<file path="config.mk">
export PLATFORM = sky130hd
export DESIGN_NAME = knightsTour
export DESIGN_NICKNAME = d
export VERILOG_FILES = /design/src/rtl/knightsPkg.sv /design/src/rtl/knightsTour.sv /design/src/rtl/cmdProc.sv /design/src/rtl/cmdAssembler.sv /design/src/rtl/uartTx.sv /design/src/rtl/uartRx.sv
export SDC_FILE = /design/constraint.sdc
export NUM_CORES = 1
export LEC_CHECK = 0
export ABC_AREA = 1
export BUFFER_PORTS_ARGS = -buffer_cell sky130_fd_sc_hd__buf_2
export CAP_MARGIN = 20
export CORE_UTILIZATION = 35
export DETAILED_ROUTE_END_ITERATION = 16
export PLACE_DENSITY = 0.6
export SKIP_CTS_REPAIR_TIMING = 1
export SYNTH_ARGS = -nofsm -noshare
export SYNTH_HDL_FRONTEND = slang
export SYNTH_SLANG_ARGS = --single-unit
</file>
<file path="constraint.sdc">
create_clock -name clk -period 1.76 [get_ports clk]
set_clock_uncertainty 0.1 [all_clocks]
set_input_delay 0.176 -clock clk [delete_from_list [all_inputs] [get_ports clk]]
set_output_delay 0.176 -clock clk [all_outputs]
set_load 0.05 [all_outputs]
</file>
<file path="src/rtl/knightsPkg.sv">
`default_nettype none

package knightsPkg;

  ////////////////////////////////////////
  // Widths that carry a meaning
  ////////////////////////////////////////

  // One byte as it travels on the serial link
  typedef logic [7:0] byte_t;
  // A full command, high byte received first
  typedef logic [15:0] cmd_t;
  // Heading handed to the steering loop
  typedef logic [11:0] heading_t;
  // Number of squares the knight moves in one command
  typedef logic [3:0] squares_t;

  // Clocks per bit for 19200 baud on a 50 MHz clock
  localparam int baudDivDefault = 2604;

  ////////////////////////////////////////
  // Command opcodes, the top nibble
  ////////////////////////////////////////
  localparam logic [3:0] opCalibrate = 4'h2;
  localparam logic [3:0] opMove = 4'h4;
  localparam logic [3:0] opMoveFanfare = 4'h5;

  // Response bytes sent back to the remote station
  localparam byte_t respAck = 8'hA5;
  localparam byte_t respNak = 8'h5A;

endpackage

`default_nettype wire
</file>
<file path="src/rtl/knightsTour.sv">
`timescale 1ns/1ns
`default_nettype none

module knightsTour #(
  parameter int baudDiv = knightsPkg::baudDivDefault
) (
  input  wire                  clk,
  input  wire                  reset,
  input  wire                  RX,
  input  wire                  calDone,
  input  wire                  cntrIR,
  output wire                  TX,
  output wire                  strtCal,
  output knightsPkg::heading_t desiredHeading,
  output wire                  moving,
  output wire                  fanfare
);

  import knightsPkg::*;

  // Receiver to assembler
  byte_t rxData;
  logic rxRdy;
  // Assembler to command processor
  cmd_t cmd;
  logic cmdRdy;
  logic clrCmdRdy;
  // Command processor to transmitter
  byte_t txData;
  logic trmt;
  logic txBusy;

  ////////////////////////////////////////
  // Serial command path
  ////////////////////////////////////////
  uartRx #(.baudDiv(baudDiv)) uRx (
    .clk(clk), .reset(reset), .RX(RX), .rxData(rxData), .rxRdy(rxRdy)
  );

  cmdAssembler uAsm (
    .clk(clk), .reset(reset), .rxData(rxData), .rxRdy(rxRdy),
    .clrCmdRdy(clrCmdRdy), .cmd(cmd), .cmdRdy(cmdRdy)
  );

  // Decodes each command and drives the robot control levels
  cmdProc uProc (
    .clk(clk), .reset(reset), .cmd(cmd), .cmdRdy(cmdRdy), .calDone(calDone),
    .cntrIR(cntrIR), .txBusy(txBusy), .clrCmdRdy(clrCmdRdy), .strtCal(strtCal),
    .desiredHeading(desiredHeading), .moving(moving), .fanfare(fanfare),
    .trmt(trmt), .txData(txData)
  );

  // Response bytes go back out on the same baud rate
  uartTx #(.baudDiv(baudDiv)) uTx (
    .clk(clk), .reset(reset), .trmt(trmt), .txData(txData), .TX(TX),
    .txBusy(txBusy)
  );

endmodule

`default_nettype wire

</file>
<file path="src/rtl/cmdProc.sv">
`timescale 1ns/1ns
`default_nettype none

module cmdProc (
  input  wire                  clk,
  input  wire                  reset,
  input  knightsPkg::cmd_t     cmd,
  input  wire                  cmdRdy,
  input  wire                  calDone,
  input  wire                  cntrIR,
  input  wire                  txBusy,
  output logic                 clrCmdRdy,
  output logic                 strtCal,
  output knightsPkg::heading_t desiredHeading,
  output logic                 moving,
  output logic                 fanfare,
  output logic                 trmt,
  output knightsPkg::byte_t    txData
);

  import knightsPkg::*;

  typedef enum logic [1:0] {idle, calibrate, move, respond} state_t;

  state_t state;
  logic [3:0] opcode;
  logic irMeta;
  logic irSync;
  logic irPrev;
  logic irRise;
  squares_t squares;
  // Two lines are crossed per square, so up to 30 crossings
  logic [4:0] lineCnt;
  logic withFanfare;

  assign opcode = cmd[15:12];

  ////////////////////////////////////////
  // Center IR line crossings
  ////////////////////////////////////////
  always_ff @(posedge clk) begin
    if (reset) begin
      irMeta <= 1'b0;
      irSync <= 1'b0;
      irPrev <= 1'b0;
    end else begin
      irMeta <= cntrIR;
      irSync <= irMeta;
      irPrev <= irSync;
    end
  end

  // One crossing per rising edge of the synchronized sensor
  assign irRise = irSync & ~irPrev;

  ////////////////////////////////////////
  // Command sequencer
  ////////////////////////////////////////
  always_ff @(posedge clk) begin
    if (reset) begin
      state <= idle;
      clrCmdRdy <= 1'b0;
      strtCal <= 1'b0;
      desiredHeading <= '0;
      moving <= 1'b0;
      fanfare <= 1'b0;
      trmt <= 1'b0;
      txData <= '0;
      squares <= '0;
      lineCnt <= '0;
      withFanfare <= 1'b0;
    end else begin
      // Strobes last a single cycle unless set below
      clrCmdRdy <= 1'b0;
      strtCal <= 1'b0;
      fanfare <= 1'b0;
      trmt <= 1'b0;
      case (state)
        idle: begin
          if (cmdRdy) begin
            clrCmdRdy <= 1'b1;
            case (opcode)
              opCalibrate: begin
                strtCal <= 1'b1;
                state <= calibrate;
              end
              opMove, opMoveFanfare: begin
                // Middle byte of the command is the heading's upper byte
                desiredHeading <= {cmd[11:4], 4'hF};
                moving <= 1'b1;
                squares <= cmd[3:0];
                lineCnt <= '0;
                withFanfare <= (opcode == opMoveFanfare);
                state <= move;
              end
              default: begin
                // Anything else is refused straight away
                txData <= respNak;
                state <= respond;
              end
            endcase
          end
        end
        calibrate: begin
          // Gyro reports when its calibration is done
          if (calDone) begin
            txData <= respAck;
            state <= respond;
          end
        end
        move: begin
          // Zero squares matches on the first cycle and ends the move
          if (lineCnt == {squares, 1'b0}) begin
            moving <= 1'b0;
            fanfare <= withFanfare;
            txData <= respAck;
            state <= respond;
          end else if (irRise) begin
            lineCnt <= lineCnt + 5'd1;
          end
        end
        default: begin
          // Hold the response until the transmitter is free
          if (!txBusy) begin
            trmt <= 1'b1;
            state <= idle;
          end
        end
      endcase
    end
  end

endmodule

`default_nettype wire

</file>
<file path="src/rtl/cmdAssembler.sv">
`timescale 1ns/1ns
`default_nettype none

module cmdAssembler (
  input  wire               clk,
  input  wire               reset,
  input  knightsPkg::byte_t rxData,
  input  wire               rxRdy,
  input  wire               clrCmdRdy,
  output knightsPkg::cmd_t  cmd,
  output logic              cmdRdy
);

  import knightsPkg::*;

  // High when the next byte to come is the low half
  logic waitLow;
  byte_t highByte;

  ////////////////////////////////////////
  // Byte order and the ready flag
  ////////////////////////////////////////
  always_ff @(posedge clk) begin
    if (reset) begin
      waitLow <= 1'b0;
      cmdRdy <= 1'b0;
    end else begin
      // Bytes alternate high, low, high, low
      if (rxRdy) waitLow <= ~waitLow;
      // A fresh command wins over a clear in the same cycle
      if (rxRdy && waitLow) begin
        cmdRdy <= 1'b1;
      end else if (clrCmdRdy) begin
        cmdRdy <= 1'b0;
      end
    end
  end

  // The low byte completes the word, so a byte that shows up while
  // cmdRdy is still set always lands in the high half of the next one
  always_ff @(posedge clk) begin
    if (rxRdy && !waitLow) highByte <= rxData;
    if (rxRdy && waitLow) cmd <= {highByte, rxData};
  end

endmodule

`default_nettype wire

</file>
<file path="src/rtl/uartTx.sv">
`timescale 1ns/1ns
`default_nettype none

module uartTx #(
  parameter int baudDiv = knightsPkg::baudDivDefault
) (
  input  wire               clk,
  input  wire               reset,
  input  wire               trmt,
  input  knightsPkg::byte_t txData,
  output logic              TX,
  output logic              txBusy
);

  localparam int cntW = $clog2(baudDiv);

  logic [cntW-1:0] baudCnt;
  logic [3:0] bitCnt;
  // Stop bit, data and start bit, sent from bit 0 upward
  logic [9:0] frame;

  // Bit 0 of the frame is always the bit on the wire
  assign TX = frame[0];

  always_ff @(posedge clk) begin
    if (reset) begin
      frame <= '1;
      txBusy <= 1'b0;
      baudCnt <= '0;
      bitCnt <= '0;
    end else if (!txBusy) begin
      // The start bit shows on TX from the edge after trmt
      if (trmt) begin
        frame <= {1'b1, txData, 1'b0};
        txBusy <= 1'b1;
        baudCnt <= '0;
        bitCnt <= '0;
      end
    end else if (baudCnt == cntW'(baudDiv - 1)) begin
      baudCnt <= '0;
      // After nine shifts the stop bit has had its full bit time
      if (bitCnt == 4'd9) begin
        txBusy <= 1'b0;
      end else begin
        // Ones fill in from the top so the line rests high when done
        frame <= {1'b1, frame[9:1]};
        bitCnt <= bitCnt + 1'b1;
      end
    end else begin
      baudCnt <= baudCnt + 1'b1;
    end
  end

endmodule

`default_nettype wire

</file>
<file path="src/rtl/uartRx.sv">
`timescale 1ns/1ns
`default_nettype none

module uartRx #(
  parameter int baudDiv = knightsPkg::baudDivDefault
) (
  input  wire               clk,
  input  wire               reset,
  input  wire               RX,
  output knightsPkg::byte_t rxData,
  output logic              rxRdy
);

  localparam int cntW = $clog2(baudDiv);
  localparam int halfBit = baudDiv / 2;

  typedef enum logic [1:0] {idle, start, data, stop} state_t;

  state_t state;
  logic rxMeta;
  logic rxSync;
  logic rxPrev;
  logic [cntW-1:0] baudCnt;
  logic [2:0] bitCnt;
  logic bitEnd;

  // The line idles high, so the synchronizer comes out of reset at one
  always_ff @(posedge clk) begin
    if (reset) begin
      rxMeta <= 1'b1;
      rxSync <= 1'b1;
      rxPrev <= 1'b1;
    end else begin
      rxMeta <= RX;
      rxSync <= rxMeta;
      rxPrev <= rxSync;
    end
  end

  // Marks the sampling point of a data or stop bit
  assign bitEnd = (baudCnt == cntW'(baudDiv - 1));

  // Pulse while the middle of the stop bit is being sampled
  assign rxRdy = (state == stop) && bitEnd;

  ////////////////////////////////////////
  // Bit sequencer
  ////////////////////////////////////////
  always_ff @(posedge clk) begin
    if (reset) begin
      state <= idle;
      baudCnt <= '0;
      bitCnt <= '0;
    end else begin
      baudCnt <= baudCnt + 1'b1;
      case (state)
        idle: begin
          // Falling edge on the line is the front of a start bit
          baudCnt <= '0;
          if (rxPrev && !rxSync) state <= start;
        end
        start: begin
          // Half a bit in we sit in the middle of the start bit
          if (baudCnt == cntW'(halfBit - 1)) begin
            baudCnt <= '0;
            bitCnt <= '0;
            // A line that is already high again was only a glitch
            state <= rxSync ? idle : data;
          end
        end
        data: begin
          if (bitEnd) begin
            baudCnt <= '0;
            bitCnt <= bitCnt + 1'b1;
            if (bitCnt == 3'd7) state <= stop;
          end
        end
        default: begin
          if (bitEnd) state <= idle;
        end
      endcase
    end
  end

  // LSB arrives first so bits enter at the top and move down
  always_ff @(posedge clk) begin
    if (state == data && bitEnd) rxData <= {rxSync, rxData[7:1]};
  end

endmodule

`default_nettype wire

</file>
==> Word level (Yosys, flattened, before mapping) <==
Cells that the tools add are included.
{ "word_totals": {"reg_bits": 121, "input_bits": 5, "output_inout_bits": 16, "elab_cells": 151} }
{ "op_classes": {"n_addsub": 5, "n_eq_ne": 28, "n_mux": 53, "n_bitwise": 7, "n_reduce_logical": 29} }
{ "ops": {"columns": ["cell", "n"], "rows": [
  ["2-to-1 mux 12 bit", 5],
  ["2-to-1 mux 10 bit", 4],
  ["case mux 12 bit (3 select lines)", 1],
  ["2-to-1 mux 8 bit", 4],
  ["adder 12 x 1 -> 12 bit, second input constant", 2],
  ["equality test 12 bit, second input constant", 2],
  ["case mux 8 bit (3 select lines)", 1],
  ["2-to-1 mux 2 bit", 10],
  ["2-to-1 mux 5 bit", 4],
  ["2-to-1 mux 4 bit", 4],
  ["AND reduction 5 bit", 3],
  ["!= test 2 bit, second input constant", 7],
  ["equality test 12 x 11 -> 1 bit, second input constant", 1],
  ["2-to-1 mux 1 bit", 12],
  ["!= test 2 x 1 -> 1 bit, second input constant", 6],
  ["case mux 2 bit (3 select lines)", 2],
  ["case mux 5 bit (2 select lines)", 1],
  ["AND reduction 3 bit", 3],
  ["OR reduction 3 bit", 3],
  ["equality test 4 x 3 -> 1 bit, second input constant", 2],
  ["AND reduction 4 bit", 2],
  ["nonzero test 2 bit", 4],
  ["equality test 2 bit, second input constant", 3],
  ["2-to-1 mux 3 bit", 2],
  ["other kinds (20)", 34]
]} }

==> Depth between registers and ports, before layout <==
{ "logic_depth": {"ltp_word": 5, "depth_mapped": 13, "mapped_depth_nobuf": 13} }

==> Cells and area by module <==
Synthesis repeated with hierarchy kept, for this count alone.
{ "hier_totals": {"cells_unflattened": 602, "hier_area_um2": 4963.5} }
{ "by_module_without_submodules": {"columns": ["mod", "n_inst", "cells_each", "area_each_um2", "seq_area_each_um2"], "rows": [
  ["cmdProc", 1, 196, 1451.4, 620.6],
  ["uartTx", 1, 214, 1416.4, 520.5],
  ["uartRx", 1, 155, 1286.2, 640.6],
  ["cmdAssembler", 1, 37, 809.5, 760.7]
]} }

==> Worst setup path before layout <==
No wires, ideal clock.
{ "synth_timing": {"kind": "register to register", "startpoint": "register uRx.baudCnt[0]", "endpoint": "register uAsm.highByte[0] (enable)", "setup_ns": 0.383, "arrival_ns": 1.458, "required_ns": 1.277, "slack_ns": -0.181, "path_stages_with_launch": 6, "path_buffers": 0, "period_less_slack_ns": 1.941, "path_cell_list": "dfxtp_1 ha_1 nand2_1 nor3_1 nand3_1 nor3_1"} }
{ "synth_between": {"elab_chain_cells": 3} }
{ "synth_lines": {"columns": ["element", "line", "rtl"], "rows": [
  ["start: declaration", "uartRx.sv:23", "logic [cntW-1:0] baudCnt;"],
  ["start signal: assignment", "uartRx.sv:55", "baudCnt <= baudCnt + 1'b1;"],
  ["equality test 12 bit", "uartRx.sv:41", "assign bitEnd = (baudCnt == cntW'(baudDiv - 1));"],
  ["logical AND 1 bit", "uartRx.sv:44", "assign rxRdy = (state == stop) && bitEnd;"],
  ["logical AND 1 bit", "cmdAssembler.sv:42", "if (rxRdy && !waitLow) highByte <= rxData;"],
  ["end signal: assignment", "cmdAssembler.sv:42", null],
  ["end: declaration", "cmdAssembler.sv:18", "byte_t highByte;"]
]} }
Every way passes these cells.
A chain may end at the register's enable or synchronous reset.

==> Worst setup path in the final report <==
{ "layout_timing": {"startpoint": "register uRx.baudCnt[1]", "endpoint": "register uAsm.cmd[8] (enable)"} }
{ "layout_between": {"elab_chain_cells": 3} }
{ "layout_lines": {"columns": ["element", "line", "rtl"], "rows": [
  ["equality test 12 bit", "uartRx.sv:41", null],
  ["logical AND 1 bit", "uartRx.sv:44", null],
  ["logical AND 1 bit", "cmdAssembler.sv:43", "if (rxRdy && waitLow) cmd <= {highByte, rxData};"],
  ["end signal: assignment", "cmdAssembler.sv:43", null],
  ["end: declaration", "cmdAssembler.sv:10", "output knightsPkg::cmd_t cmd,"]
]} }
Every way passes these cells.

==> reports/qor.csv <==
stage;metric;value;unit
timing;RSZ-0062 raised after global routing;true;
critical_path;most frequent CP cell;nand2_2;
route;ANT nets after route;0;
yosys;sequential share of the synthesized area;52.57;%
yosys;Post-Syn Area;4836;um^2
clock_tree;CTS root buffer;clkbuf_16;
critical_path;Worst Path Arrival;1730;ps
timing;Setup TNS;0;ps
grt;largest net degree at the start of global routing;44;
critical_path;largest stage delay on the critical path;360;ps
timing;FMAX;569.2;MHz
pwr;VDD IR max;0.6995;mV
yosys;synth unique cells;37;
grt;initial antenna violation count;0;
yosys;Mapped Avg Cell Area;8.381;um^2
layout;Area Overhead vs Synth;20.36;%
timing;final count of negative-setup-slack endpoints;0;
clock_tree;# H-tree levels;3;
run_status;outcome;completed;
critical_path;R2R Path End;uAsm.cmd[8];
clock_tree;Clk pin slew, worst setup/hold paths;80;ps
place;GP Congestion;0.8046;
critical_path;RR Startpoint;uRx.baudCnt[1];
worst_hold_path;Endpoint, Worst Hold;uProc.irMeta;
route;Routed WL;9.589;mm
yosys;Post-Synthesis Cells;577;
critical_path;Buf/Inv on CP;2;
yosys;share of the synthesized area in the top cell type;32.70;%
worst_hold_path;worst hold start;reset;
yosys;Synth Flop Type;dfxtp_1;
yosys;Yosys reg bits;111;
route;Pre-antenna DRT Iters;5;
floorplan;chip height;119.5;um
critical_path;CP delay by family, top;simple AND/OR/NAND/NOR gates;
critical_path;critical path class;flop to flop;
layout;nets;648;
clock_tree;CTS tree;yes;
route;Via density;4.686;
pwr;Leak;0.002274;uW
layout;ratio of cells with drive above 1 in the final layout;17.75;%
critical_path;Critical Path RT;1730;ps
clock_tree;Clock Sink Count;111;
floorplan;io pins;21;
layout;fin cells;807;
timing;Worst-Margin Slew;403.4;ps
timing;relative slew slack;73.08;%
pwr;power density over the cells;1150;nW/um^2
route;Initial DRC Count;252;
worst_hold_path;hold path cells;3;
flow_run;Max-Cap Viols;0;
route;drc violations;0;
critical_path;Cell Chain, Critical Path;ha_4 > nand2_2 > nor3_2 > nand3_2 > nor2_4 > nand2_2 > clkinvlp_4 > clkbuf_16;
yosys;Post-synth ARST share;0;%
worst_hold_path;path type of the worst min-delay path;input pin to flop;
critical_path;reg-to-reg slack, setup;3;ps
timing;Fin. Hold Viols;0;
yosys;commonest cells in the netlist;nand2_1, dfxtp_1, nor2_1;
critical_path;Worst path slowest cell;dfxtp_2;
grt;global-route wire length before repair;16.38;mm
place;port bufs;20;
timing;WHS;189.6;ps
grt;grt ovf;0;
critical_path;CP max FO;8;
yosys;Syn Nets;599;
yosys;cell taking the most area after synthesis;dfxtp_1;
floorplan;Initial Util;36.23;%
grt;Total GRT Usage;14.21;%
pwr;Power, Total;6696;uW
floorplan;Die Wd;119.5;um
floorplan;full die area;14290;um^2
route;routed via count;3782;
layout;antenna fix cells;0;
place;dpl hpwl;6.573;mm
timing;max-slew violations;0;
yosys;largest cells by area after synthesis;dfxtp_1, edfxtp_1, nand2_1;
yosys;number of synthesized flops with an enable pin;32;
clock_tree;CTS Buffer Depth;2;
critical_path;Setup crit end kind;flop;
critical_path;CP startpoint kind;flop;
route;WL/cell;11.88;um
timing;Final Critical Period;1757;ps
yosys;top-count cell post-synth;nand2_1;
grt;vias in the first global route;3593;
critical_path;Worst Reg2Reg Path Length in Cells;8;
clock_tree;CTS Buf Count;9;
place;Placed Cells;784;
clock_tree;clk_lat worst skew;350;ps
floorplan;FP Rows;42;
timing;final worst-path cycle share;99.82;%
yosys;Ys Warns;0;
floorplan;Placeable Area;13350;um^2
per-layer routing:
layer	part of all wire (%)	GRT usage, %	vias to the layer above
met5	0	0	-
met4	1.0	4.453	0
met3	3.5	3.279	11
met2	49	24.21	63
met1	47	17.77	1725
li1	-	-	1983
worst max path at each step:
stage	startpoint	cells after the start	slack [ps]	endpoint
2_1_floorplan	uRx.baudCnt[0]	7	10	uAsm.cmd[0]
3_3_place_gp	uRx.baudCnt[0]	8	50	uAsm.cmd[7]
3_5_place_dp	uTx.baudCnt[0]	7	50	uTx.frame[0]
4_1_cts	uRx.baudCnt[0]	8	-50	uAsm.cmd[1]
5_1_grt	uRx.baudCnt[1]	8	-60	uAsm.cmd[3]
6_report	uRx.baudCnt[1]	8	3	uAsm.cmd[8]
cell families after synthesis:
| family | after synthesis | synth area share (%) |
|---|---|---|
| AOI/OAI and AO/OA | 71 | 8.228 |
| xor gates and xnor gates | 14 | 2.536 |
| adders and majority gates | 17 | 4.398 |
| buffers and inverters | 81 | 6.805 |
| DFF | 111 | 52.57 |
| and+or+nand+nor | 283 | 25.46 |
per-stage QoR:
| stage | utilization (%) | instance area [um^2] | setup slack [ps] |
|---|---|---|---|
| global placement | 39.89 | 5324 | 52.91 |
| detailed placement | 39.89 | 5324 | 46.52 |
| CTS | 42.23 | 5637 | -47.98 |
| floorplan | - | 4845 | 13.17 |
| global route | 43.61 | 5821 | -64.45 |
| finish | 43.61 | 5821 | 3.212 |
worst register-to-register path: stages (launching register included):
cell        delay [ps]
dfxtp_2            360
ha_4               150
nand2_2             50
nor3_2             190
nand3_2            130
nor2_4             140
nand2_2             80
clkinvlp_4         120
clkbuf_16          160
state kept, by name, summed over array words and instances, names as in the netlist, 2 cells and up:
register              flops
uTx.bitCnt                4
uProc.squares             4
uTx.baudCnt              12
uRx.baudCnt              12
uProc.desiredHeading      9
uTx.frame                 9
uRx.state                 2
uRx.rxData                8
uProc.txData              2
uProc.state               2
uProc.lineCnt             5
uRx.bitCnt                3
uAsm.highByte             8
uAsm.cmd                 16
area by class of cell:
type                       instances  area (um^2)
fill                            1288         7527
sequential                       111         2554
multi-input combinational        386         2064
timing repair buffer              54        419.2
inverter                          64        250.2
clock buffer                      10        229.0
tap                              176        220.2
clock inverter                     6        83.83
placed cells by master (no fill, tap or decap), types with 2 or more instances in the layout:
master	synthesis	layout
inv_8	0	4
nor2_1	67	63
nor3_1	10	8
ha_1	17	14
buf_4	4	27
ha_4	0	3
clkinvlp_4	0	2
dlygate4sd3_1	0	2
dfxtp_1	79	72
inv_1	58	55
dfxtp_2	0	6
o21a_1	3	3
o21ai_2	1	2
nand2_1	142	139
nand3_2	0	3
buf_2	2	20
nand2_2	1	4
nor2_4	1	2
a21oi_1	42	42
nor4_1	2	2
or2_2	3	3
buf_12	0	3
o21ai_0	16	14
xnor2_1	3	3
nor2_2	1	4
xor2_1	11	11
clkbuf_16	0	10
inv_2	6	6
o211ai_1	2	2
o22ai_1	2	2
edfxtp_1	32	32
nand3_1	38	36
nand4_2	2	2
nand4_1	13	13
power breakdown:
part | leakage, uW | internal [uW] | switching [uW] | total [uW]
clock network | 0.000155 | 1150 | 988 | 2140
registers | 0.000932 | 2840 | 160 | 3000
logic | 0.00119 | 583 | 978 | 1560
total | 0.00227 | 4570 | 2130 | 6700
Note: power is estimated with default switching activity, not from simulation.
